### src/cache_consts.svh
`ifndef CACHE_CONSTS_SVH
`define CACHE_CONSTS_SVH

// Core data and address width
`define DATA_WIDTH 32

// Cache geometry, one word per line
`define NUM_SETS 4
`define NUM_WAYS 2
`define SET_BITS 2
`define OFFSET_BITS 2

// Tag is everything above set index and byte offset
`define TAG_BITS (`DATA_WIDTH - `SET_BITS - `OFFSET_BITS)

// Pending memory writes
`define WB_DEPTH 4

// Uncached I/O word
`define MMIO_ADDR 32'h000000FC

`endif

### src/cachePkg.sv
`include "cache_consts.svh"

package cachePkg;

    // Load and store sizes, encoded as RISC-V funct3
    typedef enum logic [2:0] {
        sizeByte  = 3'b000,    // lb / sb
        sizeHalf  = 3'b001,    // lh / sh
        sizeWord  = 3'b010,    // lw / sw
        sizeByteU = 3'b100,    // lbu
        sizeHalfU = 3'b101     // lhu
    } accessSize;

    // Core request, held steady while stall is high
    typedef struct packed {
        logic [`DATA_WIDTH-1:0] addr;
        logic [`DATA_WIDTH-1:0] wData;
        logic                   write;
        logic                   read;
        accessSize              size;
    } cpuReq;

    // One queued write to main memory
    typedef struct packed {
        logic [`DATA_WIDTH-1:0] addr;    // Word aligned
        logic [`DATA_WIDTH-1:0] data;
    } memWrite;

endpackage

### src/dataCache.sv
`timescale 1ns/100ps
`include "cache_consts.svh"

module dataCache
    import cachePkg::*;
(
    input  logic                   clk,
    input  logic                   rst,
    input  cpuReq                  req,
    input  logic [`DATA_WIDTH-1:0] memRData,
    input  logic                   bufFull,
    input  logic                   bufEmpty,
    output logic                   stall,
    output logic                   hit,
    output logic [`DATA_WIDTH-1:0] loadData,
    output logic                   memRd,
    output logic [`DATA_WIDTH-1:0] memRAddr,
    output logic                   push,
    output memWrite                pushEntry
);

    // Line state, control bits carry reset
    logic validQ [`NUM_SETS][`NUM_WAYS];
    logic dirtyQ [`NUM_SETS][`NUM_WAYS];
    logic lruQ   [`NUM_SETS];    // Way to replace next

    logic [`TAG_BITS-1:0]   tagMem  [`NUM_SETS][`NUM_WAYS];
    logic [`DATA_WIDTH-1:0] dataMem [`NUM_SETS][`NUM_WAYS];

    logic [`TAG_BITS-1:0]    reqTag;
    logic [`SET_BITS-1:0]    reqSet;
    logic [`OFFSET_BITS-1:0] reqOffset;

    logic                   reqActive;
    logic                   isIo;
    logic                   hit0;
    logic                   hit1;
    logic                   cacheHit;
    logic                   cacheMiss;
    logic                   hitWay;
    logic [`DATA_WIDTH-1:0] hitData;
    logic                   victimWay;
    logic                   victimDirty;
    logic                   refill;
    logic                   ioLoad;
    logic                   ioStore;
    logic [`DATA_WIDTH-1:0] rdWord;
    logic [`DATA_WIDTH-1:0] storeWord;

    assign reqTag    = req.addr[`DATA_WIDTH-1 -: `TAG_BITS];
    assign reqSet    = req.addr[`OFFSET_BITS +: `SET_BITS];
    assign reqOffset = req.addr[`OFFSET_BITS-1:0];

    assign reqActive = req.read || req.write;
    assign isIo      = (req.addr == `MMIO_ADDR);
    assign ioLoad    = reqActive && isIo && req.read;
    assign ioStore   = reqActive && isIo && req.write;

    // Tag compare on both ways
    assign hit0 = validQ[reqSet][0] && (tagMem[reqSet][0] == reqTag);
    assign hit1 = validQ[reqSet][1] && (tagMem[reqSet][1] == reqTag);

    assign cacheHit  = reqActive && !isIo && (hit0 || hit1);
    assign cacheMiss = reqActive && !isIo && !(hit0 || hit1);
    assign hitWay    = !hit0;
    assign hitData   = dataMem[reqSet][hitWay];

    // Empty ways are filled before LRU replacement kicks in
    always_comb begin
        if (!validQ[reqSet][0]) begin
            victimWay = 1'b0;
        end else if (!validQ[reqSet][1]) begin
            victimWay = 1'b1;
        end else begin
            victimWay = lruQ[reqSet];
        end
    end

    assign victimDirty = validQ[reqSet][victimWay] && dirtyQ[reqSet][victimWay];

    // An empty buffer also has room for the victim
    assign refill = cacheMiss && bufEmpty;

    assign hit      = cacheHit;
    assign stall    = cacheMiss || (ioStore && bufFull);
    assign memRd    = refill || ioLoad;
    assign memRAddr = {req.addr[`DATA_WIDTH-1:`OFFSET_BITS], {`OFFSET_BITS{1'b0}}};
    assign push     = (refill && victimDirty) || (ioStore && !bufFull);

    always_comb begin
        if (ioStore) begin
            pushEntry.addr = memRAddr;    // I/O register is a full word
            pushEntry.data = req.wData;
        end else begin
            // Victim address rebuilt from stored tag
            pushEntry.addr = {tagMem[reqSet][victimWay], reqSet, {`OFFSET_BITS{1'b0}}};
            pushEntry.data = dataMem[reqSet][victimWay];
        end
    end

    // Word handed to the aligner
    always_comb begin
        if (ioLoad) begin
            rdWord = memRData;
        end else if (cacheHit && req.read) begin
            rdWord = hitData;
        end else begin
            rdWord = '0;
        end
    end

    loadAlign loadAlign_inst (
        .word       (rdWord),
        .byteOffset (reqOffset),
        .size       (req.size),
        .data       (loadData)
    );

    // Store merge into the hitting line
    always_comb begin
        storeWord = hitData;
        case (req.size)
            sizeByte: storeWord[8*reqOffset +: 8] = req.wData[7:0];
            sizeHalf: storeWord[16*reqOffset[1] +: 16] = req.wData[15:0];
            sizeWord: storeWord = req.wData;
            default:  storeWord = hitData;
        endcase
    end

    always_ff @(posedge clk or posedge rst) begin
        if (rst) begin
            for (int s = 0; s < `NUM_SETS; s++) begin
                lruQ[s] <= 1'b0;
                for (int w = 0; w < `NUM_WAYS; w++) begin
                    validQ[s][w] <= 1'b0;
                    dirtyQ[s][w] <= 1'b0;
                end
            end
        end else begin
            if (refill) begin
                validQ[reqSet][victimWay] <= 1'b1;
                dirtyQ[reqSet][victimWay] <= 1'b0;    // Victim already queued
            end
            if (cacheHit) begin
                lruQ[reqSet] <= !hitWay;
                if (req.write) begin
                    dirtyQ[reqSet][hitWay] <= 1'b1;
                end
            end
        end
    end

    always_ff @(posedge clk) begin
        if (refill) begin
            tagMem[reqSet][victimWay]  <= reqTag;
            dataMem[reqSet][victimWay] <= memRData;
        end else if (cacheHit && req.write) begin
            dataMem[reqSet][hitWay] <= storeWord;
        end
    end

    // Buffer status comes from writeBuffer
    pushNotFull: assert property (@(posedge clk) disable iff (rst) push |-> !bufFull)
        else $error("dataCache push while write buffer full");

    // Fetch must not overtake a queued write
    fetchAfterDrain: assert property (
        @(posedge clk) disable iff (rst) (memRd && !isIo) |-> (bufEmpty && !$past(push)))
        else $error("dataCache refill with writes pending");

endmodule

### src/loadAlign.sv
`timescale 1ns/100ps
`include "cache_consts.svh"

module loadAlign
    import cachePkg::*;
(
    input  logic [`DATA_WIDTH-1:0] word,
    input  logic [1:0]             byteOffset,
    input  accessSize              size,
    output logic [`DATA_WIDTH-1:0] data
);

    logic [7:0]  selByte;
    logic [15:0] selHalf;

    // Lane picked by the low address bits
    assign selByte = word[8*byteOffset +: 8];
    assign selHalf = byteOffset[1] ? word[31:16] : word[15:0];

    always_comb begin
        case (size)
            sizeByte: begin
                data = {{(`DATA_WIDTH-8){selByte[7]}}, selByte};
            end
            sizeByteU: begin
                data = {{(`DATA_WIDTH-8){1'b0}}, selByte};
            end
            sizeHalf: begin
                data = {{(`DATA_WIDTH-16){selHalf[15]}}, selHalf};
            end
            sizeHalfU: begin
                data = {{(`DATA_WIDTH-16){1'b0}}, selHalf};
            end
            sizeWord: begin
                data = word;
            end
            default: begin
                data = '0;    // Unsupported funct3
            end
        endcase
    end

endmodule

### src/memSubsystem.sv
`timescale 1ns/100ps
`include "cache_consts.svh"

module memSubsystem
    import cachePkg::*;
(
    input  logic                   clk,
    input  logic                   rst,
    input  cpuReq                  req,
    output logic                   stall,
    output logic                   hit,
    output logic [`DATA_WIDTH-1:0] loadData,
    output logic                   memRd,
    output logic [`DATA_WIDTH-1:0] memRAddr,
    input  logic [`DATA_WIDTH-1:0] memRData,
    output logic                   memWe,
    output logic [`DATA_WIDTH-1:0] memWAddr,
    output logic [`DATA_WIDTH-1:0] memWData,
    input  logic                   memReady
);

    logic    push;
    memWrite pushEntry;
    logic    pop;
    memWrite head;
    logic    bufNotEmpty;
    logic    bufFull;
    logic    bufEmpty;

    // Producer, cache and load aligner
    dataCache dataCache_inst (
        .clk       (clk),
        .rst       (rst),
        .req       (req),
        .memRData  (memRData),
        .bufFull   (bufFull),
        .bufEmpty  (bufEmpty),
        .stall     (stall),
        .hit       (hit),
        .loadData  (loadData),
        .memRd     (memRd),
        .memRAddr  (memRAddr),
        .push      (push),
        .pushEntry (pushEntry)
    );

    writeBuffer #(
        .payloadT (memWrite)
    ) writeBuffer_inst (
        .clk      (clk),
        .rst      (rst),
        .push     (push),
        .pushData (pushEntry),
        .pop      (pop),
        .head     (head),
        .notEmpty (bufNotEmpty),
        .full     (bufFull),
        .empty    (bufEmpty)
    );

    // Consumer, drains onto the memory write port
    memWriter memWriter_inst (
        .clk      (clk),
        .rst      (rst),
        .head     (head),
        .notEmpty (bufNotEmpty),
        .memReady (memReady),
        .pop      (pop),
        .memWe    (memWe),
        .memWAddr (memWAddr),
        .memWData (memWData)
    );

endmodule

### src/memWriter.sv
`timescale 1ns/100ps
`include "cache_consts.svh"

module memWriter
    import cachePkg::*;
(
    input  logic                   clk,
    input  logic                   rst,
    input  memWrite                head,
    input  logic                   notEmpty,
    input  logic                   memReady,
    output logic                   pop,
    output logic                   memWe,
    output logic [`DATA_WIDTH-1:0] memWAddr,
    output logic [`DATA_WIDTH-1:0] memWData
);

    logic loadNext;

    // Port free now or freed on this edge
    assign loadNext = notEmpty && (!memWe || memReady);
    assign pop      = loadNext;

    always_ff @(posedge clk or posedge rst) begin
        if (rst) begin
            memWe <= 1'b0;
        end else if (loadNext) begin
            memWe <= 1'b1;
        end else if (memReady) begin
            memWe <= 1'b0;    // Last write accepted
        end
    end

    // Holding register for the port
    always_ff @(posedge clk) begin
        if (loadNext) begin
            memWAddr <= head.addr;
            memWData <= head.data;
        end
    end

    // Memory may sample at any cycle of the wait
    portHold: assert property (
        @(posedge clk) disable iff (rst)
        (memWe && !memReady) |=> (memWe && $stable(memWAddr) && $stable(memWData)))
        else $error("memWriter changed write port before memReady");

endmodule

### src/writeBuffer.sv
`timescale 1ns/100ps
`include "cache_consts.svh"

module writeBuffer #(
    parameter type payloadT = logic [63:0]
) (
    input  logic    clk,
    input  logic    rst,
    input  logic    push,
    input  payloadT pushData,
    input  logic    pop,
    output payloadT head,
    output logic    notEmpty,
    output logic    full,
    output logic    empty
);

    localparam int PtrBits = $clog2(`WB_DEPTH);

    payloadT slots [`WB_DEPTH];

    logic [PtrBits-1:0] wrPtr;
    logic [PtrBits-1:0] rdPtr;
    logic [PtrBits:0]   count;
    logic               doPush;
    logic               doPop;

    // Wrap explicitly so any depth works
    function automatic logic [PtrBits-1:0] nextPtr(input logic [PtrBits-1:0] ptr);
        logic [PtrBits-1:0] nxt;
        nxt = (ptr == PtrBits'(`WB_DEPTH - 1)) ? '0 : ptr + 1'b1;
        return nxt;
    endfunction

    assign doPush   = push && !full;
    assign doPop    = pop && !empty;
    assign full     = (count == (PtrBits+1)'(`WB_DEPTH));
    assign empty    = (count == '0);
    assign notEmpty = !empty;
    assign head     = slots[rdPtr];    // Oldest entry

    always_ff @(posedge clk or posedge rst) begin
        if (rst) begin
            wrPtr <= '0;
            rdPtr <= '0;
            count <= '0;
        end else begin
            if (doPush) begin
                wrPtr <= nextPtr(wrPtr);
            end
            if (doPop) begin
                rdPtr <= nextPtr(rdPtr);
            end
            case ({doPush, doPop})
                2'b10:   count <= count + 1'b1;
                2'b01:   count <= count - 1'b1;
                default: count <= count;    // Both or neither
            endcase
        end
    end

    always_ff @(posedge clk) begin
        if (doPush) begin
            slots[wrPtr] <= pushData;
        end
    end

    // Writer must only pop what is there
    popNotEmpty: assert property (@(posedge clk) disable iff (rst) pop |-> !empty)
        else $error("writeBuffer pop while empty");

endmodule
### config.mk
export PLATFORM = sky130hd
export DESIGN_NAME = memSubsystem
export DESIGN_NICKNAME = d
export VERILOG_FILES = /design/src/cachePkg.sv /design/src/dataCache.sv /design/src/loadAlign.sv /design/src/memSubsystem.sv /design/src/memWriter.sv /design/src/writeBuffer.sv
export VERILOG_INCLUDE_DIRS = /design/src
export SDC_FILE = /design/constraint.sdc
export NUM_CORES = 1
export LEC_CHECK = 0
export BUFFER_PORTS_ARGS = -buffer_cell sky130_fd_sc_hd__buf_2
export CAP_MARGIN = 10
export CELL_PAD_IN_SITES_DETAIL_PLACEMENT = 1
export CELL_PAD_IN_SITES_GLOBAL_PLACEMENT = 2
export CORE_MARGIN = 10
export CORE_UTILIZATION = 30
export CTS_CLUSTER_DIAMETER = 150
export DETAILED_ROUTE_END_ITERATION = 16
export GPL_ROUTABILITY_DRIVEN = 0
export PLACE_DENSITY_LB_ADDON = 0.3
export SLEW_MARGIN = 0
export SYNTH_ARGS = -nofsm -noshare
export SYNTH_HDL_FRONTEND = slang
export SYNTH_SLANG_ARGS = --single-unit
### constraint.sdc
create_clock -name clk -period 4.6 [get_ports clk]
set_input_delay 0.23 -clock clk [delete_from_list [all_inputs] [get_ports clk]]
set_output_delay 0.23 -clock clk [all_outputs]
set_load 0.02 [all_outputs]
Yosys cells after proc, flatten, opt, wreduce, memory -nomap -nowiden
Memory sizes are Yosys's and may differ from the RTL's. A register that Yosys moved wholly into a read port is not among the register bits.
Cells that the tools add are included.
Widths: inputs -> output; s select.
{"block": "totals", "mem_bits_rw": 736, "output_inout_bits": 132, "word_cells": 295, "regBits": 28, "memories": 3}
{"block": "op_classes", "n_bitwise": 71, "eq_ne": 12, "order_cmp": 6, "n_shift": 5, "n_addsub": 6, "muxes": 131, "reduce_logical": 37}
{"memory": "dataCache_inst.dataMem", "depth": 4, "word_bits": 64, "read_ports": 1, "rd_clocked_by_memory_dff": 0, "wr": 1, "line": "dataCache.sv:28", "rtl": "logic [`DATA_WIDTH-1:0] dataMem [`NUM_SETS][`NUM_WAYS];"}
{"memory": "writeBuffer_inst.slots", "depth": 4, "word_bits": 64, "read_ports": 1, "rd_clocked_by_memory_dff": 1, "wr": 1, "line": "writeBuffer.sv:20", "rtl": "payloadT slots [`WB_DEPTH];"}
{"memory": "dataCache_inst.tagMem", "depth": 4, "word_bits": 56, "read_ports": 1, "rd_clocked_by_memory_dff": 0, "wr": 1, "line": "dataCache.sv:27", "rtl": "logic [`TAG_BITS-1:0] tagMem [`NUM_SETS][`NUM_WAYS];"}
{"op": "$mux 32", "n": 10}
{"op": "$mux 64", "n": 3}
{"op": "$pmux 32 s5", "n": 1}
{"op": "$mux 28", "n": 4}
{"op": "$pmux 32 s3", "n": 1}
{"op": "$mux 1", "n": 84}
{"op": "$neg 5->34", "n": 2}
{"op": "$bwmux 32", "n": 2}
{"op": "$demux 32 s1", "n": 2}
{"op": "$or 1x1->1", "n": 64}
{"op": "$eq 28x28->1", "n": 2}
{"op": "$mux 56", "n": 1}
{"op": "$shift 16x34->32 const A", "n": 1}
{"op": "$shift 8x34->32 const A", "n": 1}
{"op": "$shiftx 16x34->32", "n": 1}
{"op": "$shiftx 8x34->32", "n": 1}
{"op": "$eq 32x8->1 const B", "n": 1}
{"op": "$shiftx 32x6->8", "n": 1}
{"op": "$demux 28 s1", "n": 1}
{"op": "$mux 8", "n": 3}
{"op": "$logic_and 1x1->1", "n": 21}
{"op": "$mux 16", "n": 1}
{"op": "$mux 2", "n": 8}
{"op": "$or 8x8->8", "n": 2}
{"op": "other kinds (27)", "n": 50}

Depth between registers and ports, before layout
Gate-level depths: netlist (run 1).
{"block": "logic_depth", "ltp_word": 19, "depth_mapped": 21, "depth_no_buf": 15}

Modules after synthesis
A second synthesis (run 1) with hierarchy kept.
{"block": "hier_totals", "cells_unflattened": 2340, "hier_area_um2": 37110.6}
{"mod": "dataCache", "cells_each": 1778, "area_per_inst_um2": 24564.8, "instances": 1}
{"mod": "writeBuffer", "cells_each": 376, "area_per_inst_um2": 9691.8, "instances": 1}
{"mod": "memWriter", "cells_each": 69, "area_per_inst_um2": 1969.4, "instances": 1}
{"mod": "loadAlign", "cells_each": 117, "area_per_inst_um2": 884.6, "instances": 1}

Least setup slack after synthesis (run 1)
Ideal clock, no wire load.
{"block": "synth_timing", "path_kind": "reg-to-reg", "start": "reg writeBuffer_inst.count[0]", "end": "reg writeBuffer_inst.count[2]", "synth_period_minus_slack_ps": 5094, "stages_incl_launch_ff": 9, "path_slack_ps": -494, "n_path_buf": 0, "arrival_time_ps": 5015, "path_cell_list": "dfrtp_1 > nor3_1 > a21oi_1 > ha_1 > inv_1 > fa_1 > xor2_1 > nor2_1 > xor2_1"}
{"item": "from (decl)", "line": "writeBuffer.sv:24", "rtl": "logic [PtrBits:0] count;"}
{"item": "from (signal assigned)", "line": "writeBuffer.sv:55", "rtl": "2'b10: count <= count + 1'b1;"}
{"item": "from (signal assigned)", "line": "writeBuffer.sv:56", "rtl": "2'b01: count <= count - 1'b1;"}
{"item": "from (signal assigned)", "line": "writeBuffer.sv:57", "rtl": "default: count <= count;"}
{"item": "$logic_not 3->1 (*)", "line": "writeBuffer.sv:38", "rtl": "assign empty = (count == '0);"}
{"item": "$logic_not 1->1 (*)", "line": "writeBuffer.sv:39", "rtl": "assign notEmpty = !empty;"}
{"item": "$logic_and 1x1->1 (*)", "line": "memWriter.sv:21", "rtl": "assign loadNext = notEmpty && (!memWe || memReady);"}
{"item": "named net memWriter_inst.pop", "line": "memWriter.sv:12", "rtl": "output logic pop,"}
{"item": "$logic_and 1x1->1 (*)", "line": "writeBuffer.sv:36", "rtl": "assign doPop = pop && !empty;"}
{"item": "$eq 2x1->1 or $eq 2x2->1 (tied branches)", "line": "writeBuffer.sv:54", "rtl": "case ({doPush, doPop})"}
{"item": "$pmux 3 s2 or $reduce_bool 2->1 (tied branches)"}
The timed path passes the listed nets; every way through them passes the cells marked *.
A chain may end at the register's enable or synchronous reset.

Final worst setup path (run 1)
{"block": "layout_timing", "start": "mem dataCache_inst.tagMem[3][38] in the netlist's numbering", "end": "out loadData[5]"}
{"block": "layout_via", "elab_chain_len": 12}
{"item": "from (decl)", "line": "dataCache.sv:27"}
{"item": "$mem_v2 4x56 (*)"}
{"item": "$eq 28x28->1 (*)", "line": "dataCache.sv:60", "rtl": "assign hit0 = validQ[reqSet][0] && (tagMem[reqSet][0] == reqTag);"}
{"item": "$logic_and 1x1->1 (*)", "line": "dataCache.sv:60"}
{"item": "$logic_not 1->1", "line": "dataCache.sv:65", "rtl": "assign hitWay = !hit0;"}
{"item": "$not 1->2 (implied by the code)", "line": "dataCache.sv:66", "rtl": "assign hitData = dataMem[reqSet][hitWay];"}
{"item": "$mux 32 (implied by the code) (3 in a row)", "line": "dataCache.sv:66"}
{"item": "$mux 32 (*)", "line": "dataCache.sv:105", "rtl": "end else if (cacheHit && req.read) begin"}
{"item": "$mux 32 (*)", "line": "dataCache.sv:103", "rtl": "if (ioLoad) begin"}
{"item": "$shiftx 32x6->8 or $mux 16 (tied branches)", "line": "loadAlign.sv:17, loadAlign.sv:18"}
{"item": "$pmux 32 s5 (*)", "line": "loadAlign.sv:21", "rtl": "case (size)"}
{"item": "to (decl)", "line": "memSubsystem.sv:12", "rtl": "output logic [`DATA_WIDTH-1:0] loadData,"}
Mark *: on every way between the ends. The rest lies on a longest branch, timed or not. The select of a mux whose other input is x is not followed.

==> results.py, run 1 <==
metrics = {
    "sta": {
        "timing.hold.ws_ns": 0.0480,
        "relSlewSlack_pct": 23.1,
        "period_minus_slack_ns": 4.57,
        "setup_tns_ns": 0,
        "finalHoldViolCount": 0,
        "rsz0062_at_grt": "true",
        "period_share_pct": 99.4,
        "slew_viol_final": 0,
        "clock_skew_ns": 0.0269,
        "setup_viol": 0,
        "fmax_ghz": 0.219,
        "tightest_slew_ns": 1.15,
    },
    "final_layout": {
        "drive_gt1_share_pct": 30.9,
        "area_growth_pct": 21.5,
        "layout_commonest_cell": "edfxtp_1",
        "fin_util_pct": 36.7,
        "final_nets": 2797,
        "most-common-layout-cells": "edfxtp_1 (790), nand2_1 (258), buf_2 (225)",
        "num-fill-cells": 12200,
    },
    "worst_setup_path": {
        "critPathSlowestCell": "mux4_2",
        "worst_ep_arrival_time_ns": 4.34,
        "critical_path.most_common_cell": "buf_4",
        "cp-end-kind": "output pin",
        "required_ns": 4.37,
        "crit_start": "dataCache_inst.tagMem[3][38]$_DFFE_PP_",
        "r2r-end": "dataCache_inst.dataMem[0][60]$_DFFE_PP_",
        "crit_end": "loadData[5]",
        "reg2reg_from": "dataCache_inst.tagMem[3][38]$_DFFE_PP_",
        "cp_max_fo": 10,
        "cp_cell_sequence": "mux4_2 > xnor2_4 > nand4_1 > nor4b_2 > buf_4 > nand4_4 > buf_12 > buf_4 > mux2i_1 > o31ai_2 > a32oi_1 > o21ai_1 > buf_2",
        "reg2regPathDepth": 14,
        "startpoint_type": "flop",
        "r2r_slack_ns": 0.44,
        "slowest_delay_ns": 0.56,
        "critical_path_class": "flop to output pin",
    },
    "clock_network": {
        "clk_pin_slew_ns": 0.06,
        "htreeDepth": 3,
        "cts.path.max_buffers": 3,
        "cts_buffers": 85,
        "cts_tree": "built",
        "clock-sinks": 818,
        "clkLatencyLatePin_ns": 0.66,
        "clockRootBuffer": "clkbuf_16",
    },
    "placement": {
        "io_buffers": 231,
        "dp_hpwl_um": 88300,
    },
    "global_routing": {
        "grt_overflow": 0,
        "antenna_found_initial": 4,
        "grt.total_usage_pct": 17.9,
        "grt_pass1_wl_um": 178000,
        "grt_max_degree": 69,
        "grt_pass1_vias": 23900,
    },
    "logic_synthesis": {
        "ys.warnings.count": 0,
        "async_flop_share_pct": 3.42,
        "synth_cell_types": 86,
        "ys_ff_latch": 818,
        "synth_area_um2": 36300,
        "synth.top_cells.by_area": "edfxtp_1 (65%), mux4_2 (11%), nand2_1 (2.7%)",
        "yosysTopAreaCellShare_pct": 65.4,
        "synthFlopType": "edfxtp_1",
        "seq_area_frac_synth_pct": 67.3,
        "postSynthAreaPerCell_um2": 15.7,
        "synth_edf_count": 790,
        "syn_inst": 2309,
        "synth_top_area_cell": "edfxtp_1",
    },
    "route": {
        "ant_nets": 0,
        "via_per_inst": 5.27,
        "drc_errors": 0,
        "routed_wl_um": 125000,
        "drt_iter0_drc": 2395,
        "vias": 23000,
        "first_pass_iters": 6,
        "wire_per_inst_um": 28.7,
    },
    "floorplan": {
        "fp.dieH_um": 368,
        "start_util_pct": 30.2,
        "die_x_um": 368,
        "die-area_um2": 135000,
        "rows": 127,
        "pin_count": 236,
        "core_area_um2": 120000,
    },
    "power": {
        "swShare_pct": 29.4,
        "share_comb_of_total_power_pct": 21.3,
        "clkPwrFrac_pct": 32.9,
        "intPower_mw": 14.5,
        "power.leakage_nw": 15.3,
        "p_seq_share_pct": 45.8,
        "ir_worst_vdd_mv": 0.264,
        "power_switching_mw": 6.06,
        "powerDensity_nw_per_um2": 467,
    },
    "worst_hold_path": {
        "hp-class": "input pin to flop",
    },
    "job": {
        "maxCapViolCount": 0,
    },
    "status": {
        "status": "completed",
    },
}
cell families (layout without fill, tap and decap cells):
kind of cell	Yosys count	count (layout)	synth area share [%]
muxes	287	287	14.0
and+or+nand+nor	465	465	5.82
buffers and inverters	212	647	2.90
other	1	6	0.0103
DFF	818	818	67.3
AOI/OAI and AO/OA	467	467	8.36
adders and majority gates	12	12	0.435
xor gates and xnor gates	47	47	1.13
Yosys cell counts (9+ instances only):
master      n
edfxtp_1  790
nand2_1   259
o21ai_0   176
mux4_2    174
mux2i_1    90
a21oi_1    84
clkbuf_1   84
nor2_1     68
buf_4      42
xnor2_1    42
inv_1      32
o31ai_1    31
dfrtp_1    28
buf_2      26
nand3_1    26
mux2_2     23
a21o_1     16
buf_1      16
and2_1     15
nand4_1    15
a22o_1     13
nor3_1     12
or2_2      12
a221o_1    11
a22oi_1    11
ha_1       11
nand2b_1   11
o211ai_1   11
a211oi_1   10
o221ai_1   10
buf_6       9
o32ai_1     9
final cells by class:
type	count	area, um2	area share (%)
flip-flops and latches	818	24400	55.4
inverters	35	131	0.298
well taps	1612	2020	4.57
clock buffers	103	2220	5.03
diodes	2	5.00	0.0114
multi-input cells	1282	11400	25.8
repair buffers	459	3440	7.81
clock inverters	50	492	1.12
critical path: cells and delay by family (launching register included):
family / cells / cell delay [ns]
AO/OA/AOI/OAI: 3 / 0.84
XOR/XNOR: 1 / 0.29
buffers and inverters: 4 / 0.83
flip-flops: 1 / 0.37
multiplexers: 2 / 0.74
AND/OR/NAND/NOR: 3 / 0.61
worst min-delay path by stage:
stage / from / end / slack [ns] / depth (start not counted)
3_3_place_gp: rst / dataCache_inst.validQ[2]$_DFFE_PP0N_ / 0.39 / 3
2_1_floorplan: rst / dataCache_inst.dirtyQ[0]$_DFF_PP0_ / 0.30 / 1
3_5_place_dp: rst / dataCache_inst.validQ[2]$_DFFE_PP0N_ / 0.41 / 3
6_report: req[50] / dataCache_inst.tagMem[3][9]$_DFFE_PP_ / 0.05 / 2
5_1_grt: req[50] / dataCache_inst.tagMem[3][9]$_DFFE_PP_ / 0.04 / 2
4_1_cts: req[50] / dataCache_inst.tagMem[0][37]$_DFFE_PP_ / 0.008 / 2
power groups by stage:
stage               Sequential [mW]  Combinational, mW  Clock, mW
CTS                            9.47               4.42       6.96
detailed placement             9.63               4.36          0
finish                         9.43               4.40       6.77
global route                   9.50               4.70       7.26
global placement               9.61               4.29          0
floorplan                      9.66               2.22          0
registers in the layout (all words and copies together), names as in the netlist:
signal                   flops
dataCache_inst.lruQ          4
writeBuffer_inst.rdPtr       2
dataCache_inst.validQ        8
writeBuffer_inst.wrPtr       2
dataCache_inst.tagMem      224
writeBuffer_inst.slots     248
dataCache_inst.dirtyQ        8
memWriter_inst.memWData     32
memWriter_inst.memWe         1
writeBuffer_inst.count       3
dataCache_inst.dataMem     256
memWriter_inst.memWAddr     30
stage by stage:
step	setup slack, ns	power, mW	area (um2)	instances
2_1_floorplan	-0.0824	11.9	36300	2312
3_3_place_gp	-0.228	13.9	40700	4174
3_5_place_dp	-0.183	14.0	40700	4174
4_1_cts	0.000120	20.8	43800	4352
5_1_grt	-0.0688	21.5	44100	4359
6_report	0.0270	20.6	44100	4361
what timing repair did:
action / CTS / global route
gates resized for setup: 23 / 49
hold buffers: 25 / 0
hold endpoints to repair: 204 / 0
pin swaps: 3 / 13
endpoints found under the setup margin: 31 / 31
setup buffers: 0 / 8
per-layer routing:
layer	routed length, um	global-route usage (%)	vias up	share of wire (%)
met5	13	0	-	0.010
met4	2930	4.79	2	2.3
met3	7740	3.14	173	6.2
met2	58100	28.5	761	46
met1	56500	25.1	12200	45
li1	-	-	9861	-
Note: power is estimated with default switching activity, not from simulation.
==> run 2, diff against run 1 <==
Settings changed: SYNTH_HIERARCHICAL set to 1, TNS_END_PERCENT set to 30.
==> run 2 against run 1 <==
  * The run now ends with setup timing left
  * Critical path depth shrank 1
  * Register-to-register slack gained 0.04 ns
  * Global-route usage shrank 0.30 points
  * Sequential power grew 2%
  * Final cell count grew 3.4%
  * Combinational power grew 13%
  * Critical path type unchanged
==> results.py, run 2 <==
metrics = {
    "sta": {
        "clock_skew_ns": 0.0578,
        "setup_ws_ns": -0.354,
        "tightest_slew_ns": 1.28,
        "finalHoldViolCount": 0,
        "fmax_ghz": 0.202,
        "timing.hold.ws_ns": 0.0477,
        "setup_viol": 32,
        "period_share_pct": 108,
        "relSlewSlack_pct": 14.8,
        "rsz0062_at_grt": "true",
        "slew_viol_final": 0,
        "period_minus_slack_ns": 4.95,
    },
    "placement": {
        "io_buffers": 233,
        "dp_hpwl_um": 84600,
        "place_area_um2": 42000,
    },
    "clock_network": {
        "cts.path.max_buffers": 3,
        "htreeDepth": 3,
        "clk_pin_slew_ns": 0.06,
        "cts_buffers": 91,
        "clockRootBuffer": "clkbuf_16",
        "clock-sinks": 828,
        "cts_tree": "built",
        "clkLatencyLatePin_ns": 0.71,
    },
    "logic_synthesis": {
        "synth.top_cells.by_area": "edfxtp_1 (65%), mux4_2 (10%), mux2_2 (2.2%)",
        "synth_area_um2": 37100,
        "yosysTopAreaCellShare_pct": 64.7,
        "synth_top_area_cell": "edfxtp_1",
        "seq_area_frac_synth_pct": 66.6,
        "postSynthAreaPerCell_um2": 15.9,
        "synth_edf_count": 800,
        "ys.warnings.count": 6,
        "syn_inst": 2340,
        "synth_cell_types": 77,
        "synth.most_common_cell": "edfxtp_1",
        "async_flop_share_pct": 3.38,
        "synth_commonest_cells": "edfxtp_1 (800), nand2_1 (179), mux4_2 (166), nor2_1 (153), a21oi_1 (99)",
        "ys_ff_latch": 828,
        "synthFlopType": "edfxtp_1",
    },
    "global_routing": {
        "grt_max_degree": 71,
        "antenna_found_initial": 5,
        "grt_pass1_wl_um": 179000,
        "grt_overflow": 0,
        "grt_pass1_vias": 24700,
        "grt.total_usage_pct": 17.6,
    },
    "final_layout": {
        "most-common-layout-cells": "edfxtp_1 (800), buf_4 (242), buf_2 (203)",
        "num-fill-cells": 12500,
        "drive_gt1_share_pct": 35.2,
        "final_nets": 2927,
        "area_growth_pct": 24.9,
        "fin_area_um2": 46400,
        "layout_commonest_cell": "edfxtp_1",
        "top_regs": "dataCache_inst/dataMem x256, writeBuffer_inst/slots x256, dataCache_inst/tagMem x224",
        "fin_util_pct": 37.9,
    },
    "worst_setup_path": {
        "cp_top_family": "multiplexers",
        "worst_ep_arrival_time_ns": 4.72,
        "critPathSlowestCell": "mux4_2",
        "required_ns": 4.37,
        "critical_path.most_common_cell": "mux2_4",
        "cp_max_fo": 6,
        "cp_num_buf_inv": 2,
        "startpoint_type": "flop",
        "critical_path_class": "flop to output pin",
        "r2r_slack_ns": 0.48,
        "cp-end-kind": "output pin",
        "cp_cell_sequence": "mux4_2 > xor2_2 > or3_4 > nor4bb_4 > and4_4 > buf_12 > mux2_4 > a22o_4 > mux2_4 > a22oi_2 > o21ai_1 > buf_4",
        "slowest_delay_ns": 0.52,
    },
    "power": {
        "power_switching_mw": 6.53,
        "share_comb_of_total_power_pct": 22.2,
        "p_seq_share_pct": 43.1,
        "powerDensity_nw_per_um2": 480,
        "power.leakage_nw": 16.0,
        "clkPwrFrac_pct": 34.7,
        "p_total_mw": 22.3,
        "ir_worst_vdd_mv": 0.265,
        "swShare_pct": 29.3,
        "intPower_mw": 15.7,
    },
    "floorplan": {
        "fp.dieH_um": 372,
        "die_x_um": 372,
        "die-area_um2": 138000,
        "core_area_um2": 122000,
        "rows": 128,
        "pin_count": 236,
        "start_util_pct": 30.3,
    },
    "route": {
        "drt_iter0_drc": 1985,
        "vias": 23500,
        "via_per_inst": 5.20,
        "ant_nets": 0,
        "routed_wl_um": 124000,
        "drc_errors": 0,
        "first_pass_iters": 6,
        "wire_per_inst_um": 27.6,
    },
    "job": {
        "maxCapViolCount": 0,
    },
    "worst_hold_path": {
        "hp-class": "input pin to flop",
    },
    "status": {
        "violations": "setup timing",
        "status": "complete, but fails checks",
    },
}
run 2: path summary, 6_finish.rpt:
check / from / to / depth (start not counted)
worst max register to register: dataCache_inst/tagMem[2][3]$_DFFE_PP_ / dataCache_inst/dataMem[3][24]$_DFFE_PP_ / 11
worst min-delay path: req[50] / dataCache_inst/tagMem[3][9]$_DFFE_PP_ / 1
worst max-delay path: dataCache_inst/tagMem[3][38]$_DFFE_PP_ / loadData[11] / 12
min in group asynchronous: rst / writeBuffer_inst/wrPtr[1]$_DFFE_PP0P_ / 3
worst min register to register: dataCache_inst/validQ[1]$_DFFE_PP0N_ / dataCache_inst/validQ[1]$_DFFE_PP0N_ / 1
max in group asynchronous: rst / dataCache_inst/dirtyQ[4]$_DFF_PP0_ / 3
run 2: power by group through the flow:
stage / Combinational (mW) / Sequential, mW / Clock (mW)
final: 4.95 / 9.60 / 7.72
after global placement: 4.78 / 9.76 / 0
after detailed placement: 4.90 / 9.79 / 0
after floorplan: 2.34 / 9.87 / 0
after global routing: 5.29 / 9.67 / 8.23
after CTS: 4.98 / 9.63 / 7.92
run 2: what timing repair did:
action,4_1_cts,5_1_grt
pin swaps,24,13
resized for setup,97,27
hold buffers,56,0
buffers inserted,10,2
endpoints found under the setup margin,32,32
hold endpoints to repair,384,0
cloned,5,0
run 2: logic make-up after synthesis:
kind of cell | after synthesis | share of synthesized area, %
fa+ha+maj | 12 | 0.425
buf+inv | 219 | 3.11
simple gates | 479 | 5.98
xor+xnor | 50 | 1.18
compound gates | 402 | 7.05
flops | 828 | 66.6
mux | 349 | 15.6
other cells | 1 | 0.0101
run 2: layout make-up:
class | count | area, um2 | area share [%]
flip-flops and latches | 828 | 24700 | 53.3
clock inverters | 60 | 843 | 1.82
repair buffers | 562 | 4550 | 9.81
well taps | 1625 | 2030 | 4.39
clock buffers | 106 | 2350 | 5.08
inverters | 28 | 105 | 0.227
diodes | 2 | 5.00 | 0.0108
multi-input cells | 1300 | 11800 | 25.3
run 2: layer usage:
| layer | GRT usage [%] | vias to the layer above | part of all wire [%] |
|---|---|---|---|
| met5 | 0 | - | 0.018 |
| met3 | 3.13 | 189 | 6.2 |
| met2 | 28.0 | 783 | 46 |
| li1 | - | 10100 | - |
| met1 | 24.5 | 12400 | 45 |
| met4 | 5.16 | 4 | 2.6 |
run 2: worst reg2reg max path, delay by kind of cell, from the launching register on:
kind	cells	cell delay, ns
AOI/OAI and AO/OA	1	0.27
buffers and inverters	3	0.60
and+or+nand+nor	4	1.52
xor gates and xnor gates	1	0.17
muxes	2	0.91
DFF	1	0.37
run 2: stage by stage:
stage | worst slack (ns) | TNS (ns) | instances
floorplan | -0.484 | -189.02 | 2343
global placement | -0.406 | -5.26 | 4271
detailed placement | -0.378 | -7.18 | 4271
CTS | -0.444 | -12.63 | 4506
global route | -0.533 | -15.21 | 4509
finish | -0.354 | -9.29 | 4511
